$ cat src/hdl/rv_pkg.sv
package rv_pkg;

  // machine word width, also the address width
  localparam int xlen = 64;

  // register index width and register count
  localparam int reg_idx_w = 5;
  localparam int num_regs  = 1 << reg_idx_w;

  typedef logic [xlen-1:0]      word_t;
  typedef logic [31:0]          inst_t;
  typedef logic [reg_idx_w-1:0] reg_idx_t;

  // first fetch address after reset
  localparam word_t pc_reset = 64'h0000_0000_8000_0000;

  // sequential fetch step, one 32-bit word
  localparam word_t inst_bytes = 64'd4;

  // major opcodes, instr[6:0]
  typedef enum logic [6:0] {
    op_imm    = 7'b0010011,
    op_reg    = 7'b0110011,
    op_lui    = 7'b0110111,
    op_auipc  = 7'b0010111,
    op_jal    = 7'b1101111,
    op_jalr   = 7'b1100111,
    op_store  = 7'b0100011,
    op_system = 7'b1110011
  } opcode_e;

  // funct3 codes of the kept subset
  // addi and add/sub share 000
  localparam logic [2:0] f3_add  = 3'b000;
  localparam logic [2:0] f3_jalr = 3'b000;
  // doubleword store only
  localparam logic [2:0] f3_sd   = 3'b011;

  // funct7 for the register-register group
  localparam logic [6:0] f7_base = 7'b0000000;
  localparam logic [6:0] f7_sub  = 7'b0100000;

  // ebreak is matched on the full word
  // imm=1, rs1=0, funct3=0, rd=0, system opcode
  localparam inst_t ebreak_word = 32'h0010_0073;

  // alu operation, picked by the decoder
  typedef enum logic {
    alu_add = 1'b0,
    alu_sub = 1'b1
  } alu_op_e;

endpackage

$ cat src/hdl/reg_file.sv
`timescale 1ns/10ps

module reg_file import rv_pkg::*; (
  input  logic     clk,
  input  logic     rst_n,
  input  reg_idx_t rs1,
  input  reg_idx_t rs2,
  input  reg_idx_t rd,
  input  word_t    wb_data,
  input  logic     wb_en,
  output word_t    rdata_1,
  output word_t    rdata_2
);

  // x1..x31, x0 has no storage
  word_t regs [1:num_regs-1];

  // single write port, x0 writes dropped
  always_ff @(posedge clk or negedge rst_n) begin
    if (!rst_n) begin
      for (int i = 1; i < num_regs; i++) begin
        regs[i] <= '0;
      end
    end else if (wb_en && (rd != '0)) begin
      regs[rd] <= wb_data;
    end
  end

  // combinational reads, x0 hardwired to zero
  // no bypass, the write lands after the read it would serve
  assign rdata_1 = (rs1 == '0) ? '0 : regs[rs1];
  assign rdata_2 = (rs2 == '0) ? '0 : regs[rs2];

endmodule

$ cat config.mk
export PLATFORM = sky130hd
export DESIGN_NAME = reg_file
export DESIGN_NICKNAME = d
export VERILOG_FILES = /design/src/hdl/rv_pkg.sv /design/src/hdl/reg_file.sv
export SDC_FILE = /design/constraint.sdc
export NUM_CORES = 2
export LEC_CHECK = 0
export ABC_CLOCK_PERIOD_IN_PS = 6440
export BUFFER_PORTS_ARGS = -buffer_cell sky130_fd_sc_hd__buf_2
export CORE_MARGIN = 2
export CORE_UTILIZATION = 45
export CTS_BUF_LIST = sky130_fd_sc_hd__clkbuf_4
export DETAILED_ROUTE_END_ITERATION = 16
export GPL_ROUTABILITY_DRIVEN = 0
export HOLD_SLACK_MARGIN = 0.06
export MAX_ROUTING_LAYER = met4
export PLACE_DENSITY = 0.6
export SETUP_SLACK_MARGIN = 0.15
export SKIP_LAST_GASP = 1
export SLEW_MARGIN = 40
export SYNTH_ARGS = -nofsm -noshare
export SYNTH_HDL_FRONTEND = slang
export SYNTH_SLANG_ARGS = --single-unit
$ cat constraint.sdc
create_clock -name clk -period 6.44 [get_ports clk]
set_input_delay 0.966 -clock clk [delete_from_list [all_inputs] [get_ports clk]]
set_output_delay 0.966 -clock clk [all_outputs]
set_load 0.02 [all_outputs]
==> impl_metrics.env <==
export IMPL_tightest_slew_ps=916
export IMPL_synth_enable_flop_cells=0
export IMPL_layout_drive_gt1_share=0.531
export IMPL_routed_wl_um=358000
export IMPL_routedWlPerCell_um=31.9
export IMPL_overflow=0
export IMPL_rsz0062_at_grt="false"
export IMPL_start_util=0.453
export IMPL_setup_viol=0
export IMPL_path_class="input port to primary output"
export IMPL_ys_seq_area_frac=0.465
export IMPL_fin_skew_ps=0
export IMPL_crit_arrival_ps=3990
export IMPL_postSynthNetCount=7531
export IMPL_nNetsFinal=7749
export IMPL_crit_fanout=58
export IMPL_firstDrtPassIters=6
export IMPL_synth_top_family_by_area="multiplexers"
export IMPL_ys_top_cells_by_count="2178 x mux2_2, 1984 x dfrtp_1, 748 x mux4_2, 458 x mux2i_1, 446 x clkbuf_1"
export IMPL_synthTopCellsByArea="dfrtp_1 47%, mux2_2 23%, mux4_2 16%, mux2i_1 4.3%, clkbuf_1 1.6%"
export IMPL_htree_levels=6
export IMPL_insertion_delay_ps=1400
export IMPL_place_inst=10210
export IMPL_avgViaCountPerCell=6.43
export IMPL_grt_max_degree=152
export IMPL_drt_iter0_drc=6675
export IMPL_yosys_warnings=0
export IMPL_status="finished clean"
export IMPL_powerDensity_nw_per_um2=307
export IMPL_cts_sinks=1984
export IMPL_hp_class="input port to async pin"
export IMPL_die_area_um2=241000
export IMPL_top_register="regs"
export IMPL_reg_top3="regs x1984"
export IMPL_antenna_found_initial=45
export IMPL_die_w_um=491
export IMPL_vias=72084
export IMPL_numCtsBuffers=576
export IMPL_drtAntennaViolNets=0
export IMPL_area_growth_pct=11.0
export IMPL_grt_pass1_vias=75311
export IMPL_drc=0
export IMPL_peakVddDrop_mv=0.160
export IMPL_fin_tns_setup_ps=0
export IMPL_timing_fmax_mhz=202
export IMPL_post_cts_buffers=0
export IMPL_grt_pass1_wl_um=524000
export IMPL_grtUsageTotal=0.303
export IMPL_numPortBuffers=209
export IMPL_finalCritPeriodShare=0.770
export IMPL_postCtsHoldBufs=23
export IMPL_syn_area_per_cell_um2=14.3
export IMPL_power_leakage_nw=52.3
export IMPL_pin_count=210
export IMPL_slew_viol_final=0
export IMPL_crit_required_ps=5470
export IMPL_endpoint_kind="primary output"
export IMPL_netlist_area_leader_share=0.465
export IMPL_netlist_instances=7449
export IMPL_hold_violations=0
export IMPL_cts_buffer_depth=4
export IMPL_path_clk_slew_ps=70
export IMPL_cts_tree="yes"
export IMPL_yosysTopAreaCell="dfrtp_1"
export IMPL_period_needed_ps=4960
export IMPL_core_area_um2=235000
export IMPL_muxShareOfSynthArea=0.432
export IMPL_die_y_um=491
export IMPL_ys_async_sr_fraction=1.00
export IMPL_synthSimpleGateAreaFrac=0.0269
export IMPL_synthXorXnorAreaFrac=0
export IMPL_synth_fa_ha_area_frac=0
export IMPL_yosysMostFrequentCell="mux2_2"
export IMPL_yosys_register_bits=1984
export IMPL_core_rowCount=178
export IMPL_stdcell_count=11202
export IMPL_largest_register_ffs=1984
export IMPL_post_dp_hpwl_um=200000
export IMPL_drv_cap=0
export IMPL_synth_compound_area_frac=0.0421
export IMPL_startpoint_type="input port"
export IMPL_clk_root_buffer_cell="clkbuf_4"
export IMPL_post_cts_resized=0
export IMPL_maxSlewHeadroom=0.383
export IMPL_synth_flop_cell="dfrtp_1"
export IMPL_ys_types=44
export IMPL_syn_cell_area_um2=107000
-- final cells by class --
type	instances	area, um2
sequential	1984	49600
clock buffer	829	6220
clock inverter	103	607
inverter	1	6.26
tap	3150	3940
multi-input combinational	4662	53800
fill	20431	117000
antenna	31	77.6
timing repair buffer	442	4080
-- final timing paths --
| check | start | endpoint | slack (ps) | depth (start not counted) |
|---|---|---|---|---|
| max | rs1[0] | rdata_1[41] | 1480 | 8 |
| max in group asynchronous | rst_n | regs[920] | 4610 | 5 |
| min in group clk | wb_data[61] | regs[1021] | 230 | 2 |
| max reg2reg | regs[1644] | regs[1644] | 5630 | 1 |
| min reg2reg | regs[1807] | regs[1807] | 520 | 1 |
| min | rst_n | regs[744] | 150 | 2 |
-- per-stage QoR --
step                worst slack, ps  power, W  utilization  area [um2]  hold WS [ps]
floorplan                      2710    0.0222            -      107000           491
global route                   1310    0.0381        0.503      118000          67.8
finish                         1480    0.0363        0.503      118000           152
detailed placement             1400    0.0247        0.472      111000           511
global placement               1460    0.0243        0.470      111000           499
CTS                            1410    0.0365        0.502      118000          60.9
-- routing by layer --
metal  share of wire  track usage  vias up
li1                -            -    29263
met3           0.070       0.0567      784
met2            0.47        0.459     3068
met1            0.43        0.406    38969
met4           0.034        0.112        0
met5               0            -        -
-- critical path, cell delays in order --
cell,delay (ps)
buf_8,570
buf_4,650
mux4_2,570
nor2_1,90
a21oi_1,60
a311oi_1,500
a31oi_1,210
buf_2,280
-- placed cells by master, fill, tap and decap left out, drive strengths merged, types with 105 or more instances in the layout --
cell / count
dfrtp: 1984
clkbuf: 830
a221oi: 120
mux2i: 458
mux2: 2185
o21ai: 105
mux4: 748
buf: 418
nand2: 254
nor2b: 121
a21oi: 121
nor2: 105
-- where the power goes --
part           leakage [nW]  total [W]  internal, W  switching [W]
combinational          22.8    0.00783      0.00452        0.00332
clock                  4.12     0.0117      0.00616        0.00555
sequential             25.4     0.0167       0.0149        0.00183
total                  52.3     0.0363       0.0256         0.0107
-- kinds of logic after synthesis --
group,after synthesis
flip-flops,1984
multiplexers,3391
AO/OA/AOI/OAI,651
buffers and inverters,803
AND/OR/NAND/NOR,620
Note: power is estimated with default switching activity, not from simulation.
