`src/hdl/rv_pkg.sv`:
```
package rv_pkg;

  // machine word width, also the address width
  localparam int xlen = 64;

  // register index width and register count
  localparam int reg_idx_w = 5;
  localparam int num_regs  = 1 << reg_idx_w;

  typedef logic [xlen-1:0]      word_t;
  typedef logic [31:0]          inst_t;
  typedef logic [reg_idx_w-1:0] reg_idx_t;

  // first fetch address after reset
  localparam word_t pc_reset = 64'h0000_0000_8000_0000;

  // sequential fetch step, one 32-bit word
  localparam word_t inst_bytes = 64'd4;

  // major opcodes, instr[6:0]
  typedef enum logic [6:0] {
    op_imm    = 7'b0010011,
    op_reg    = 7'b0110011,
    op_lui    = 7'b0110111,
    op_auipc  = 7'b0010111,
    op_jal    = 7'b1101111,
    op_jalr   = 7'b1100111,
    op_store  = 7'b0100011,
    op_system = 7'b1110011
  } opcode_e;

  // funct3 codes of the kept subset
  // addi and add/sub share 000
  localparam logic [2:0] f3_add  = 3'b000;
  localparam logic [2:0] f3_jalr = 3'b000;
  // doubleword store only
  localparam logic [2:0] f3_sd   = 3'b011;

  // funct7 for the register-register group
  localparam logic [6:0] f7_base = 7'b0000000;
  localparam logic [6:0] f7_sub  = 7'b0100000;

  // ebreak is matched on the full word
  // imm=1, rs1=0, funct3=0, rd=0, system opcode
  localparam inst_t ebreak_word = 32'h0010_0073;

  // alu operation, picked by the decoder
  typedef enum logic {
    alu_add = 1'b0,
    alu_sub = 1'b1
  } alu_op_e;

endpackage

```
`src/hdl/inst_decoder.sv`:
```
`timescale 1ns/10ps

module inst_decoder import rv_pkg::*; (
  input  inst_t    instr,
  output reg_idx_t rd,
  output reg_idx_t rs1,
  output reg_idx_t rs2,
  output word_t    imm,
  output alu_op_e  alu_op,
  output logic     use_imm,
  output logic     use_pc,
  output logic     is_jal,
  output logic     is_jalr,
  output logic     is_store,
  output logic     reg_we,
  output logic     is_ebreak,
  output logic     illegal
);

  opcode_e    opcode;
  logic [2:0] funct3;
  logic [6:0] funct7;
  word_t      imm_i;
  word_t      imm_s;
  word_t      imm_u;
  word_t      imm_j;
  logic       known;

  // fixed field positions
  assign opcode = opcode_e'(instr[6:0]);
  assign funct3 = instr[14:12];
  assign funct7 = instr[31:25];
  assign rd     = instr[11:7];
  assign rs2    = instr[24:20];

  // sign-extended immediates, one per format
  assign imm_i = {{52{instr[31]}}, instr[31:20]};
  assign imm_s = {{52{instr[31]}}, instr[31:25], instr[11:7]};
  assign imm_u = {{32{instr[31]}}, instr[31:12], 12'b0};
  // j format, scrambled bits, lsb always zero
  assign imm_j = {{43{instr[31]}}, instr[31], instr[19:12], instr[20], instr[30:21], 1'b0};

  always_comb begin
    // defaults: no writeback, no store
    rs1       = instr[19:15];
    imm       = imm_i;
    alu_op    = alu_add;
    use_imm   = 1'b0;
    use_pc    = 1'b0;
    is_jal    = 1'b0;
    is_jalr   = 1'b0;
    is_store  = 1'b0;
    reg_we    = 1'b1;
    is_ebreak = 1'b0;
    known     = 1'b0;
    case (opcode)
      op_imm: begin
        // addi only
        known   = (funct3 == f3_add);
        use_imm = 1'b1;
      end
      op_reg: begin
        known  = (funct3 == f3_add) && ((funct7 == f7_base) || (funct7 == f7_sub));
        alu_op = (funct7 == f7_sub) ? alu_sub : alu_add;
      end
      op_lui: begin
        // rs1 forced to x0, so operand one reads as zero
        rs1     = '0;
        imm     = imm_u;
        use_imm = 1'b1;
        known   = 1'b1;
      end
      op_auipc: begin
        imm     = imm_u;
        use_imm = 1'b1;
        use_pc  = 1'b1;
        known   = 1'b1;
      end
      op_jal: begin
        imm    = imm_j;
        is_jal = 1'b1;
        known  = 1'b1;
      end
      op_jalr: begin
        // target is rs1 + imm_i through the alu
        known   = (funct3 == f3_jalr);
        use_imm = 1'b1;
        is_jalr = 1'b1;
      end
      op_store: begin
        // address rs1 + imm_s, data rs2
        known    = (funct3 == f3_sd);
        imm      = imm_s;
        use_imm  = 1'b1;
        is_store = 1'b1;
        reg_we   = 1'b0;
      end
      op_system: begin
        // ecall, csr ops etc. all end up illegal
        known     = (instr == ebreak_word);
        is_ebreak = known;
        reg_we    = 1'b0;
      end
      default: begin
        known = 1'b0;
      end
    endcase
    illegal = !known;
    // nothing may leave the core for an unknown word
    if (illegal) begin
      reg_we   = 1'b0;
      is_store = 1'b0;
    end
  end

endmodule

```
`config.mk`:
```
export PLATFORM = sky130hd
export DESIGN_NAME = inst_decoder
export DESIGN_NICKNAME = d
export VERILOG_FILES = /design/src/hdl/rv_pkg.sv /design/src/hdl/inst_decoder.sv
export SDC_FILE = /design/constraint.sdc
export NUM_CORES = 1
export LEC_CHECK = 0
export BUFFER_PORTS_ARGS = -buffer_cell sky130_fd_sc_hd__buf_2
export CELL_PAD_IN_SITES_DETAIL_PLACEMENT = 0
export CELL_PAD_IN_SITES_GLOBAL_PLACEMENT = 1
export CORE_MARGIN = 4
export CORE_UTILIZATION = 19
export DETAILED_ROUTE_END_ITERATION = 8
export PLACE_DENSITY = 0.79
export SETUP_SLACK_MARGIN = 0.15
export SKIP_LAST_GASP = 1
export SLEW_MARGIN = 20
export SYNTH_ARGS = -nofsm -noshare
export SYNTH_HDL_FRONTEND = slang
export SYNTH_SLANG_ARGS = --single-unit
```
`constraint.sdc`:
```
create_clock -name vclk -period 1.1
set_clock_uncertainty 0.15 [all_clocks]
set_input_delay 0.055 -clock vclk [all_inputs]
set_output_delay 0.055 -clock vclk [all_outputs]
set_load 0.02 [all_outputs]
```
==> report_table.html <==
<table>
<tr><th>Metric</th><th>Value</th></tr>
<tr><th colspan="2">Placement</th></tr>
<tr><td>Port Buf Inserts</td><td>120</td></tr>
<tr><td>Placer congestion estimate</td><td>0.7440</td></tr>
<tr><td>Setup slack at placement</td><td>-0.4049 ns</td></tr>
<tr><td>Post-detailed-placement half-perimeter wirelength</td><td>3760 um</td></tr>
<tr><td>Total placed cells including tap cells</td><td>between 300 and 400</td></tr>
<tr><th colspan="2">Timing</th></tr>
<tr><td>Fin Hold WS</td><td>0.2406 ns</td></tr>
<tr><td>Unrepaired setup endpoints after global routing</td><td>yes</td></tr>
<tr><td>Number of hold violations in the final report</td><td>0</td></tr>
<tr><td>Max transition margin</td><td>79.28%</td></tr>
<tr><td>PnR worst setup slack</td><td>-0.3036 ns</td></tr>
<tr><td>Max frequency</td><td>0.7125 GHz</td></tr>
<tr><td>Final min period</td><td>1.404 ns</td></tr>
<tr><td>Final clock period utilization by the worst path</td><td>127.6%</td></tr>
<tr><td>Setup Viol. Count Final</td><td>43</td></tr>
<tr><td>Final count of pins violating max slew</td><td>0</td></tr>
<tr><td>Actual transition at the worst max-transition pin</td><td>0.3084 ns</td></tr>
<tr><th colspan="2">Clock tree</th></tr>
<tr><td>Number of buffers inserted for hold repair after clock tree synthesis</td><td>0</td></tr>
<tr><th colspan="2">Hold path</th></tr>
<tr><td>Source of the worst hold timing path</td><td>instr[9]</td></tr>
<tr><td>Worst Hold Class</td><td>primary input to output pin</td></tr>
<tr><th colspan="2">Critical path</th></tr>
<tr><td>Arrival time at the worst endpoint</td><td>1.20 ns</td></tr>
<tr><td>Max stage delay on crit path</td><td>0.22 ns</td></tr>
<tr><td>Critical path startpoint category</td><td>primary input</td></tr>
<tr><td>Crit path buffers/inverters</td><td>4</td></tr>
<tr><td>Cell type with the highest occurrence count on the critical path</td><td>sky130_fd_sc_hd__buf_6</td></tr>
<tr><td>Family with the most delay on the worst path</td><td>buffers and inverters</td></tr>
<tr><td>Type of the setup path with the least slack</td><td>primary input to output pin</td></tr>
<tr><td>Element type at the critical path end</td><td>output pin</td></tr>
<tr><td>Slowest cell on the critical path</td><td>sky130_fd_sc_hd__nor4_4</td></tr>
<tr><td>Cell chain of the critical path</td><td>buf_8 &gt; nand3b_4 &gt; nor4_4 &gt; buf_6 &gt; buf_12 &gt; nor2_4 &gt; a22o_1 &gt; buf_6</td></tr>
<tr><td>Worst endpoint required time</td><td>0.89 ns</td></tr>
<tr><td>Worst-path fanout max</td><td>5</td></tr>
<tr><td>Timing startpoint of the critical path</td><td>instr[3]</td></tr>
<tr><th colspan="2">Global routing</th></tr>
<tr><td>Number of global-route vias before repair</td><td>~1500</td></tr>
<tr><td>Initial antenna violation count</td><td>0</td></tr>
<tr><td>Residual overflow from global routing</td><td>0</td></tr>
<tr><td>Global-route wire length before repair</td><td>7293 um</td></tr>
<tr><td>Pin count of the biggest net entering global routing</td><td>24</td></tr>
<tr><td>Global Route Usage Sum</td><td>13.95%</td></tr>
<tr><th colspan="2">Power and ir drop</th></tr>
<tr><td>Worst VDD drop</td><td>197.9 uV</td></tr>
<tr><td>Cell area power density</td><td>398.7 mW/mm^2</td></tr>
<tr><td>Leakage power figure</td><td>1.384 nW</td></tr>
<tr><th colspan="2">Logic synthesis</th></tr>
<tr><td>Yosys warns</td><td>0</td></tr>
<tr><td>Net count after synthesis</td><td>176</td></tr>
<tr><td>Instance count of the mapped netlist</td><td>around 140</td></tr>
<tr><td>Post-synthesis instance area</td><td>0.001008 sq mm</td></tr>
<tr><td>Synth Area per Inst</td><td>7.003 sq um</td></tr>
<tr><td>Share of the yosys chip area belonging to registers</td><td>0%</td></tr>
<tr><td>Synth unique cells</td><td>37</td></tr>
<tr><th colspan="2">Cells and area</th></tr>
<tr><td>Number of diodes</td><td>0</td></tr>
<tr><td>Final Net Count</td><td>318</td></tr>
<tr><td>Highest-count cells in the layout ignoring fill and taps</td><td>sky130_fd_sc_hd__buf_2 (69), sky130_fd_sc_hd__buf_6 (58), sky130_fd_sc_hd__buf_4 (49)</td></tr>
<tr><td>Total number of sequential cells</td><td>0</td></tr>
<tr><td>Most common cell after layout, fill and taps aside</td><td>sky130_fd_sc_hd__buf_2</td></tr>
<tr><td>Post-synthesis to final-layout area growth</td><td>166.7%</td></tr>
<tr><td>Fill cell total of the finished layout</td><td>500</td></tr>
<tr><td>Number of clock-tree buffers in the layout</td><td>0</td></tr>
<tr><td>Count of placed standard cells in the final layout, fillers left out</td><td>about 350</td></tr>
<tr><td>FF+latch area</td><td>0 sq um</td></tr>
<tr><td>Fraction of layout instances using a drive strength above 1</td><td>86.62%</td></tr>
<tr><th colspan="2">Route</th></tr>
<tr><td>Vias per cell</td><td>4.186</td></tr>
<tr><td>Detailed-routing iteration count for the pre-antenna-repair pass</td><td>4</td></tr>
<tr><td>Count of routing violations after the opening detailed-route iteration</td><td>14</td></tr>
<tr><td>Total wirelength of the detailed-routed design</td><td>4918 um</td></tr>
<tr><td>Number of remaining DRC errors</td><td>0</td></tr>
<tr><td>Antenna violation net count after detailed routing</td><td>0</td></tr>
<tr><td>Number of vias in the routed layout</td><td>1482</td></tr>
<tr><td>Final routed wire length divided by cell count</td><td>13.89 um</td></tr>
<tr><th colspan="2">Job</th></tr>
<tr><td>Max-cap check violation count</td><td>0</td></tr>
<tr><th colspan="2">Die</th></tr>
<tr><td>Standard cell core area</td><td>0.005140 sq mm</td></tr>
<tr><td>Number of top-level design ports</td><td>120</td></tr>
<tr><td>Initial core utilization</td><td>between 15 and 20%</td></tr>
<tr><td>Placement row count</td><td>26</td></tr>
<tr><td>Die Y-Extent</td><td>80.86 um</td></tr>
<tr><td>Area of the die</td><td>0.006538 sq mm</td></tr>
<tr><td>Die width</td><td>slightly above 80 um</td></tr>
<tr><th colspan="2">Outcome</th></tr>
<tr><td>Failing checks</td><td>negative setup slack</td></tr>
<tr><td>Outcome</td><td>finished, violations left</td></tr>
</table>
power breakdown:
| part | total, W | internal [W] | switching (W) |
|---|---|---|---|
| clock | 0 | 0 | 0 |
| sequential | 0 | 0 | 0 |
| combinational | 0.00107 | 0.000540 | 0.000533 |
| total | 0.00107 | 0.000540 | 0.000533 |
cell usage after synthesis:
| master | n | area [sq um] |
|---|---|---|
| sky130_fd_sc_hd__and3b_1 | 1 | 8.760 |
| sky130_fd_sc_hd__buf_2 | 3 | 15.01 |
| sky130_fd_sc_hd__nor4bb_1 | 1 | 10.01 |
| sky130_fd_sc_hd__o21bai_1 | 1 | 7.510 |
| sky130_fd_sc_hd__and2b_1 | 1 | 7.510 |
| sky130_fd_sc_hd__nand3b_4 | 1 | 20.02 |
| sky130_fd_sc_hd__xor2_1 | 1 | 8.760 |
| sky130_fd_sc_hd__inv_1 | 4 | 15.01 |
| sky130_fd_sc_hd__nand4b_2 | 1 | 15.01 |
| sky130_fd_sc_hd__a21boi_0 | 1 | 7.510 |
| sky130_fd_sc_hd__a21o_1 | 20 | 150.1 |
| sky130_fd_sc_hd__nand2_1 | 9 | 33.78 |
| sky130_fd_sc_hd__nand4b_1 | 1 | 8.760 |
| sky130_fd_sc_hd__o22ai_2 | 1 | 12.51 |
| sky130_fd_sc_hd__and4_1 | 1 | 8.760 |
| sky130_fd_sc_hd__o21ai_0 | 4 | 20.02 |
| sky130_fd_sc_hd__o32a_1 | 1 | 10.01 |
| sky130_fd_sc_hd__o21a_1 | 1 | 7.510 |
| sky130_fd_sc_hd__nor4b_1 | 1 | 8.760 |
| sky130_fd_sc_hd__nand3b_1 | 1 | 7.510 |
| sky130_fd_sc_hd__nor3_1 | 2 | 10.01 |
| sky130_fd_sc_hd__nand4_1 | 3 | 18.77 |
| sky130_fd_sc_hd__nor4_4 | 1 | 21.27 |
| sky130_fd_sc_hd__nor2_2 | 2 | 12.51 |
| sky130_fd_sc_hd__and2_1 | 10 | 62.56 |
| sky130_fd_sc_hd__xnor2_1 | 1 | 8.760 |
| sky130_fd_sc_hd__nand2b_1 | 1 | 6.260 |
| sky130_fd_sc_hd__nand3_1 | 3 | 15.01 |
| sky130_fd_sc_hd__nor2_4 | 1 | 11.26 |
| sky130_fd_sc_hd__nor2b_1 | 1 | 6.260 |
| sky130_fd_sc_hd__buf_6 | 2 | 22.52 |
| sky130_fd_sc_hd__nor4_1 | 3 | 18.77 |
| sky130_fd_sc_hd__a31oi_1 | 1 | 6.260 |
| sky130_fd_sc_hd__nor2_1 | 11 | 41.29 |
| sky130_fd_sc_hd__a22o_1 | 1 | 8.760 |
| sky130_fd_sc_hd__nor4_2 | 2 | 25.02 |
| sky130_fd_sc_hd__buf_4 | 44 | 330.3 |
layout make-up:
cell class	count	area (sq um)	area share, %
well taps	70	87.58	3.256
repair buffers	189	1617	60.09
inverters	4	15.01	0.5581
multi-input cells	91	970.9	36.09
per-layer routing:
layer	global-route usage, %	routed length [um]
met5	0	0
met3	2.106	376
met4	0.6757	31
met2	27.09	2655
met1	16.72	1854
cell families (layout without fill, tap and decap cells):
logic type	count (synthesis)	after routing	synth area share, %
simple gates	58	58	37.47
buf+inv	53	193	37.96
compound gates	31	31	22.83
xor+xnor	2	2	1.737
through the flow:
stage	setup TNS, ns	area, sq um	power [W]	utilization (%)
floorplan	-2.237	1272	0.0005500	-
global placement	-12.49	1938	0.0008302	37.71
detailed placement	-13.15	1938	0.0008375	37.71
CTS	-8.901	2549	0.001038	49.59
global route	-11.07	2690	0.001136	52.34
finish	-9.119	2690	0.001073	52.34
path summary, 6_finish.rpt:
path | to | slack, ns | cells after the start
setup / recovery | imm[0] | -0.30 | 8
hold / removal | rd[2] | 0.24 | 2
timing repair:
item | 4_1_cts | 5_1_grt
cloned | 2 | 0
gates resized for setup | 127 | 18
setup endpoints to repair | 45 | 68
pin swaps | 13 | 17
buffers inserted | 14 | 5
Power figures use the tool's default switching activity.
