### config.mk
export PLATFORM = sky130hd
export DESIGN_NAME = exec_unit
export DESIGN_NICKNAME = d
export VERILOG_FILES = /design/src/hdl/rv_pkg.sv /design/src/hdl/exec_unit.sv
export SDC_FILE = /design/constraint.sdc
export NUM_CORES = 1
export LEC_CHECK = 0
export BUFFER_PORTS_ARGS = -buffer_cell sky130_fd_sc_hd__buf_2
export CORE_AREA = 2 2 178 180
export CTS_BUF_LIST = sky130_fd_sc_hd__clkbuf_4
export CTS_CLUSTER_SIZE = 40
export DETAILED_ROUTE_END_ITERATION = 12
export DIE_AREA = 0 0 180 182
export MAX_ROUTING_LAYER = met4
export PLACE_DENSITY = 0.81
export REMOVE_ABC_BUFFERS = 1
export SLEW_MARGIN = 20
export SYNTH_ARGS = -nofsm -noshare
export SYNTH_HDL_FRONTEND = slang
export SYNTH_SLANG_ARGS = --single-unit
### constraint.sdc
create_clock -name clk -period 7 [get_ports clk]
set_clock_uncertainty 0.1 [all_clocks]
set_input_delay 1.4 -clock clk [delete_from_list [all_inputs] [get_ports clk]]
set_output_delay 1.4 -clock clk [all_outputs]
set_load 0.1 [all_outputs]
### src/hdl/rv_pkg.sv
package rv_pkg;

  // machine word width, also the address width
  localparam int xlen = 64;

  // register index width and register count
  localparam int reg_idx_w = 5;
  localparam int num_regs  = 1 << reg_idx_w;

  typedef logic [xlen-1:0]      word_t;
  typedef logic [31:0]          inst_t;
  typedef logic [reg_idx_w-1:0] reg_idx_t;

  // first fetch address after reset
  localparam word_t pc_reset = 64'h0000_0000_8000_0000;

  // sequential fetch step, one 32-bit word
  localparam word_t inst_bytes = 64'd4;

  // major opcodes, instr[6:0]
  typedef enum logic [6:0] {
    op_imm    = 7'b0010011,
    op_reg    = 7'b0110011,
    op_lui    = 7'b0110111,
    op_auipc  = 7'b0010111,
    op_jal    = 7'b1101111,
    op_jalr   = 7'b1100111,
    op_store  = 7'b0100011,
    op_system = 7'b1110011
  } opcode_e;

  // funct3 codes of the kept subset
  // addi and add/sub share 000
  localparam logic [2:0] f3_add  = 3'b000;
  localparam logic [2:0] f3_jalr = 3'b000;
  // doubleword store only
  localparam logic [2:0] f3_sd   = 3'b011;

  // funct7 for the register-register group
  localparam logic [6:0] f7_base = 7'b0000000;
  localparam logic [6:0] f7_sub  = 7'b0100000;

  // ebreak is matched on the full word
  // imm=1, rs1=0, funct3=0, rd=0, system opcode
  localparam inst_t ebreak_word = 32'h0010_0073;

  // alu operation, picked by the decoder
  typedef enum logic {
    alu_add = 1'b0,
    alu_sub = 1'b1
  } alu_op_e;

endpackage

### src/hdl/exec_unit.sv
`timescale 1ns/10ps

module exec_unit import rv_pkg::*; (
  input  logic    clk,
  input  logic    rst_n,
  input  word_t   rdata_1,
  input  word_t   rdata_2,
  input  word_t   imm,
  input  alu_op_e alu_op,
  input  logic    use_imm,
  input  logic    use_pc,
  input  logic    is_jal,
  input  logic    is_jalr,
  input  logic    is_store,
  input  logic    reg_we,
  input  logic    is_ebreak,
  input  logic    illegal,
  output word_t   pc,
  output word_t   wb_data,
  output logic    wb_en,
  output logic    dmem_we,
  output word_t   dmem_addr,
  output word_t   dmem_wdata,
  output logic    halted,
  output logic    trap
);

  word_t operand_1;
  word_t operand_2;
  word_t alu_b;
  word_t alu_result;
  word_t pc_plus_4;
  word_t next_pc;
  logic  sub_en;
  logic  advance;

  // operand one: pc for auipc, else rs1
  // lui comes in with rs1 = x0, so this is zero
  assign operand_1 = use_pc ? pc : rdata_1;
  assign operand_2 = use_imm ? imm : rdata_2;

  // single adder, subtract as a + ~b + 1
  assign sub_en     = (alu_op == alu_sub);
  assign alu_b      = sub_en ? ~operand_2 : operand_2;
  assign alu_result = operand_1 + alu_b + {{(xlen-1){1'b0}}, sub_en};

  assign pc_plus_4 = pc + inst_bytes;

  // link value for jumps, alu result for the rest
  assign wb_data = (is_jal || is_jalr) ? pc_plus_4 : alu_result;

  // jal relative to pc, jalr through the alu with bit 0 dropped
  always_comb begin
    if (is_jal) begin
      next_pc = pc + imm;
    end else if (is_jalr) begin
      next_pc = {alu_result[xlen-1:1], 1'b0};
    end else begin
      next_pc = pc_plus_4;
    end
  end

  // store port, sampled by the memory on the next edge
  assign dmem_addr  = alu_result;
  assign dmem_wdata = rdata_2;

  // halted blocks every side effect
  assign wb_en   = reg_we && !halted;
  assign dmem_we = is_store && !halted;

  // pc stays on the ebreak or illegal word
  assign advance = !halted && !is_ebreak && !illegal;

  always_ff @(posedge clk or negedge rst_n) begin
    if (!rst_n) begin
      pc <= pc_reset;
    end else if (advance) begin
      pc <= next_pc;
    end
  end

  // sticky until reset
  always_ff @(posedge clk or negedge rst_n) begin
    if (!rst_n) begin
      halted <= 1'b0;
      trap   <= 1'b0;
    end else if (!halted) begin
      if (illegal) begin
        halted <= 1'b1;
        trap   <= 1'b1;
      end else if (is_ebreak) begin
        halted <= 1'b1;
      end
    end
  end

  // frozen pc once stopped
  a_pc_hold: assert property (
    @(posedge clk) disable iff (!rst_n)
    halted |=> $stable(pc)
  ) else $error("pc moved while halted");

  // ebreak stops on its own address, no trap
  a_ebreak_stop: assert property (
    @(posedge clk) disable iff (!rst_n)
    (is_ebreak && !halted) |=> (halted && !trap && (pc == $past(pc)))
  ) else $error("ebreak did not halt in place");

endmodule

==> impl_metrics.yaml, run 1 <==
critical_path:
  critPathKind: "in2out"
  critPathLaunchType: "input pin"
  cp-end-kind: "output port"
  arrival_ns: 5.37
  critPathMaxFanout: 31
  critPathRequiredTime_ns: 5.50
routing:
  vias_per_cell: 6.57
  routed_wirelength_mm: 76.3
  drcViolationCount: 0
  wl_per_cell_um: 24.9
  vias: 20100
  firstDrtPassIters: 7
  ant_nets: 0
  first_iter_violations: 2756
synth:
  yosys_warnings: 0
  yosysTopAreaCell: "dfrtp_1"
  synth.area.top_cells: "dfrtp_1, ha_1, xnor2_1"
  avgSynthCellArea_um2: 7.07
  synth_seq_cells: 66
  synth_area_mm2: 0.0158
  synth.distinct_cells: 88
  ys.flop_type: "dfrtp_1"
  syn_inst: 2238
  synth-edff-count: 0
  async_flop_share_pct: 100
  synth.top_cell.area_share_pct: 10.3
  seq_area_frac_synth_pct: 10.4
timing:
  fin_setup_tns_ns: 0
  worstMarginPinSlew_ns: 0.959
  setup_viol: 0
  slew_violations: 0
  hold_viol_final: 0
  fmax_mhz: 146
  maxSlewHeadroom_pct: 35.9
  period_needed_ns: 6.87
  rsz0062_at_grt: "false"
  fin_crit_sh_pct: 98.1
die:
  boundaryPins: 463
  die_h_um: 182
  die_x_um: 180
  rows: 65
  dieArea_mm2: 0.0328
  coreArea_mm2: 0.0310
  initial_core_util_pct: 51.1
global_route:
  grt_pass1_vias: 19300
  grt_antenna_before_repair: 4
  grt_usage_pct: 46.2
  grt_overflow: 0
  grt_start_max_net_pins: 47
  grt_pass1_wl_mm: 114
power:
  seqPwrFrac_pct: 8.1
  power-per-cell-area_mw_per_mm2: 302
  ir_drop_uv: 402
  p_comb_share_pct: 87.3
  p_clk_share_pct: 4.5
  p_leak_nw: 9.56
  swShare_pct: 64.9
  switching_power_mw: 4.02
  power.internal_mw: 2.18
status:
  status: "complete, no violations"
clock_tree:
  insertion_delay_ns: 0.52
  path_clk_slew_ns: 0.17
  cts_tree: "yes"
  numCtsBuffers: 9
  clockBufferDepth: 2
  htree_levels: 3
  clock_sinks: 66
  root_buffer: "clkbuf_4"
final_layout:
  nFillCells: 2766
  nets: 2981
  area_growth_pct: 29.8
  final_cell_area_mm2: 0.0205
  drive_above_1_share_pct: 27.2
place:
  port_buffers: 462
  gp_congestion: 1.10
  hpwl_mm: 61.9
  dpl_cell_area_mm2: 0.0203
run:
  cap_viol_max_count: 0
min_path:
  worstHoldPathType: "reg2reg"
-- power groups by stage --
stage / clock, mW / sequential, mW / combinational [mW]
after detailed placement: 0 / 0.505 / 5.32
after global placement: 0 / 0.504 / 5.30
after floorplan: 0 / 0.708 / 3.10
after global routing: 0.290 / 0.506 / 5.60
final: 0.281 / 0.503 / 5.41
after CTS: 0.278 / 0.498 / 5.34
-- layer usage --
metal	part of all wire [%]	routed length (um)	GRT usage, %	vias up
met4	6.6	5000	25.7	0
li1	-	-	-	8925
met1	37	28500	55.2	9399
met2	46	34800	74.0	1470
met5	0	0	-	-
met3	10	8000	7.76	332
-- sequential cells by signal (all words and copies together) (netlist names) --
signal,cells
halted,1
pc,64
trap,1
-- per-stage QoR --
stage | hold WS, ns | power, mW | std cells | setup WS (ns) | utilization [%]
global route | 0.411 | 6.39 | 3062 | 0.0116 | 66.3
finish | 0.390 | 6.20 | 3062 | 0.132 | 66.3
floorplan | 0.668 | 3.81 | 2049 | -1.53 | -
global placement | 0.335 | 5.81 | 3040 | 0.0374 | 65.6
detailed placement | 0.347 | 5.83 | 3040 | -0.0178 | 65.6
CTS | 0.381 | 6.12 | 3056 | 0.00738 | 66.0
-- cells in the final DEF (no fill, tap or decap), types with 26 or more instances in the layout --
master	count
a31oi_1	26
nand3_1	59
buf_2	356
nor2_1	178
mux2i_1	86
mux2_2	67
a21o_1	59
a21oi_1	235
nand4_1	64
nor3_1	33
ha_1	126
inv_1	71
nand2_1	236
xnor2_1	162
o21ai_0	164
xor2_1	71
buf_12	113
buf_4	121
dfrtp_1	65
-- what timing repair did --
item,4_1_cts,5_1_grt
setup buffers,0,1
pin swaps,0,2
gates cloned,0,0
hold endpoints to repair,0,0
endpoints found under the setup margin,1,26
gates resized for setup,1,15
hold buffers,0,0
-- final cells by class --
type	count	area (um^2)	share of cell area [%]
Antenna cell	5	12.5	0.0609
Clock buffer	9	67.6	0.329
Clock inverter	7	45.0	0.219
Inverter	74	278	1.35
Multi-Input combinational cell	1909	13000	63.4
Sequential cell	66	1650	8.05
Tap cell	402	503	2.45
Timing Repair Buffer	590	4950	24.1
-- cells in the mapped netlist, types with 7 or more instances --
| master | instances |
|---|---|
| clkbuf_1 | 97 |
| o21ai_0 | 168 |
| o21bai_1 | 22 |
| nor3_1 | 35 |
| o21a_1 | 15 |
| nor2_1 | 180 |
| nand2_1 | 237 |
| nor4_1 | 16 |
| a211oi_1 | 21 |
| a21boi_0 | 10 |
| ha_1 | 126 |
| xor2_1 | 72 |
| a22oi_1 | 12 |
| a221o_1 | 8 |
| mux2_2 | 67 |
| a21o_1 | 59 |
| a221oi_1 | 11 |
| nand3_1 | 59 |
| xnor2_1 | 163 |
| o211ai_1 | 25 |
| o31ai_1 | 12 |
| and3_1 | 24 |
| a31oi_1 | 27 |
| dfrtp_1 | 65 |
| mux2i_1 | 86 |
| inv_1 | 72 |
| nand2b_1 | 17 |
| buf_1 | 20 |
| nand4_1 | 64 |
| o221ai_1 | 7 |
| nor2b_1 | 10 |
| buf_4 | 65 |
| a21oi_1 | 237 |
| or3_1 | 12 |
-- final timing paths --
kind	startpoint	to	slack (ns)	depth (start not counted)
worst max-delay path	use_pc	wb_data[35]	0.13	15
worst min-delay path	trap	trap	0.39	1
worst max register to register	pc[21]	pc[47]	2.62	14
worst min register to register	trap	trap	0.39	1
max in group asynchronous	rst_n	pc[30]	4.70	2
min in group asynchronous	rst_n	pc[11]	0.85	1
-- logic make-up (layout without fill, tap and decap cells) --
family / after synthesis / in the layout / synth area share, %
fa+ha+maj: 128 / 128 / 10.2
flops: 66 / 66 / 10.4
mux: 155 / 155 / 10.4
buf+inv: 263 / 680 / 7.83
compound gates: 703 / 703 / 27.8
simple gates: 686 / 686 / 20.1
xor+xnor: 237 / 237 / 13.2
other cells: 0 / 5 / 0
-- critical path, stage by stage --
cell,delay [ns]
buf_2,0.10
buf_12,0.21
buf_4,0.20
mux2_2,0.35
ha_1,0.39
nand4_1,0.17
or4_1,0.57
a311o_1,0.39
nand2_1,0.22
a41oi_2,0.28
o21ai_1,0.29
a31oi_1,0.14
xor2_1,0.18
o21ai_1,0.24
buf_12,0.21
No activity file was read; power rests on OpenSTA's default activity.
==> run 2, diff against run 1 <==
--- a/config.mk
+++ b/config.mk
@@ -5,14 +5,15 @@
 export SDC_FILE = /design/constraint.sdc
 export NUM_CORES = 1
 export LEC_CHECK = 0
-export BUFFER_PORTS_ARGS = -buffer_cell sky130_fd_sc_hd__buf_2
-export CORE_AREA = 2 2 178 180
+export CORE_AREA = 2 2 179 181
 export CTS_BUF_LIST = sky130_fd_sc_hd__clkbuf_4
+export CTS_CLUSTER_DIAMETER = 50
 export CTS_CLUSTER_SIZE = 40
 export DETAILED_ROUTE_END_ITERATION = 12
-export DIE_AREA = 0 0 180 182
+export DIE_AREA = 0 0 181 183
+export DONT_BUFFER_PORTS = 1
 export MAX_ROUTING_LAYER = met4
-export PLACE_DENSITY = 0.81
+export PLACE_DENSITY = 0.68
 export REMOVE_ABC_BUFFERS = 1
 export SLEW_MARGIN = 20
 export SYNTH_ARGS = -nofsm -noshare
==> run 2 against run 1 <==
  * Sequential power down 14%
  * Sequential share of layout area rose by 1.1 points
  * Die area up 1.1%
  * Cell count down 12%
  * Utilization down 8.5 points
  * Fmax grew 1.3%
  * First-iteration DRC count fell by 22%
  * Worst hold slack lost 0.0085 ns
  * Highest routed layer unchanged
==> impl_metrics.yaml, run 2 (synthesis gave the netlist of run 1 again) <==
final_layout:
  largest_reg_flops: 64
  final_cell_area_mm2: 0.0181
  top_regs: "pc x64, halted x1, trap x1"
  drive_above_1_share_pct: 18.8
  nets: 2602
  layout_commonest_cell: "nand2_1"
  final_cells: 2691
  area_growth_pct: 14.1
  mostFrequentLayoutCells: "nand2_1, a21oi_1, buf_4"
  fin_util_pct: 57.8
  top_register: "pc"
routing:
  vias: 18400
  routed_wirelength_mm: 76.0
  first_iter_violations: 2157
  drcViolationCount: 0
  ant_nets: 0
  vias_per_cell: 6.84
  wl_per_cell_um: 28.2
  firstDrtPassIters: 5
critical_path:
  worstPathCellList: "mux2i_1 -> buf_4 -> mux2i_2 -> inv_1 -> fa_1 -> nand2b_1 -> a21oi_1 -> o21a_1 -> o2111ai_1 -> a21oi_1 -> nor3_1 -> nand2b_1 -> o21ai_1 -> xor2_2 -> o21a_1 -> buf_12"
  crit_start: "use_imm"
  critPathKind: "in2out"
  reg2reg_to: "pc[56]"
  arrival_ns: 5.28
  critPathMaxFanout: 64
  slowest_delay_ns: 0.42
  critical_path_buf_inv_count: 3
  critPathRequiredTime_ns: 5.50
  r2r_cells: 10
  cp_slowest_cell: "fa_1"
  critPathLaunchType: "input pin"
  cp-end-kind: "output port"
  reg2reg_from: "pc[37]"
  crit_cells: 16
  crit_family: "compound AO/OA/AOI/OAI gates"
  crit_path_end: "wb_data[60]"
  ff2ff_setup_slack_ns: 1.79
die:
  boundaryPins: 463
  dieArea_mm2: 0.0331
  rows: 65
  die_x_um: 181
  coreArea_mm2: 0.0312
  die_h_um: 183
  initial_core_util_pct: 50.7
timing:
  postLayoutSetupSlackWorst_ns: 0.218
  setup_viol: 0
  maxSlewHeadroom_pct: 16.0
  slew_violations: 0
  worstMarginPinSlew_ns: 1.23
  hold_viol_final: 0
  period_needed_ns: 6.78
  fin_crit_sh_pct: 96.9
  rsz0062_at_grt: "false"
  fmax_mhz: 147
clock_tree:
  root_buffer: "clkbuf_4"
  postCtsSetupBuffers: 0
  path_clk_slew_ns: 0.15
  clockBufferDepth: 2
  numCtsBuffers: 9
  clock_sinks: 66
  htree_levels: 3
  insertion_delay_ns: 0.58
  cts_tree: "yes"
power:
  p_leak_nw: 7.84
  ir_drop_uv: 325
  switching_power_mw: 3.71
  seqPwrFrac_pct: 8.1
  power.internal_mw: 1.66
  p_comb_share_pct: 86.6
  swShare_pct: 69.0
  power-per-cell-area_mw_per_mm2: 297
  p_clk_share_pct: 5.3
  finalPower_mw: 5.37
place:
  dp.cells: 2662
  pre_cts_slack_ns: 0.224
  hpwl_mm: 59.1
  gp_congestion: 1.00
  port_buffers: 0
  dpl_cell_area_mm2: 0.0179
global_route:
  grt_usage_pct: 45.7
  grt_antenna_before_repair: 11
  grt_overflow: 0
  grt_pass1_vias: 17700
  grt_pass1_wl_mm: 111
  grt_start_max_net_pins: 67
min_path:
  worstHoldPathType: "in2async"
run:
  cap_viol_max_count: 0
status:
  status: "complete, no violations"
[run 2: cell types whose count changed in the layout (fill, tap and decap cells not counted), sizes merged]
cell	change
inv	-1
clkinv	+2
diode	+8
clkbuf	+2
clkinvlp	-3
buf	-379
[run 2: metal layers]
metal  GRT usage, %  wire length [um]  vias up
met1           52.5             28100     8677
li1               -                 -     8169
met5              -                 0        -
met3           11.2              8770      297
met4           29.5              5480        0
met2           71.5             33600     1272
[run 2: area by class of cell]
type / instances / area [um^2]
clock buffer: 11 / 82.6
timing repair buffer: 211 / 1990
tap: 402 / 503
antenna: 13 / 32.5
inverter: 74 / 278
fill: 3032 / 13200
multi-input combinational: 1909 / 13500
clock inverter: 5 / 21.3
sequential: 66 / 1650
[run 2: stage by stage]
step           setup TNS, ns  hold WS [ns]
3_5_place_dp               0         0.692
5_1_grt                    0         0.373
2_1_floorplan         -31.85         0.668
6_report                   0         0.382
4_1_cts                    0         0.364
3_3_place_gp               0         0.677
[run 2: power by group through the flow]
stage               Sequential (mW)  Combinational (mW)  Clock, mW
floorplan                     0.708                3.10          0
global placement              0.438                4.56          0
detailed placement            0.440                4.57          0
CTS                           0.433                4.59      0.287
global route                  0.435                4.82      0.293
finish                        0.433                4.65      0.285
[run 2: repair_timing]
action | in CTS | in global routing
resized for setup | 0 | 2
hold buffers | 0 | 0
endpoints found under the setup margin | 0 | 3
[run 2: worst min-delay path by stage]
stage,startpoint,end,slack (ns)
2_1_floorplan,pc[31],pc[31],0.67
3_3_place_gp,pc[30],pc[30],0.68
3_5_place_dp,pc[31],pc[31],0.69
4_1_cts,rst_n,pc[3],0.36
5_1_grt,rst_n,pc[3],0.37
6_report,rst_n,pc[3],0.38
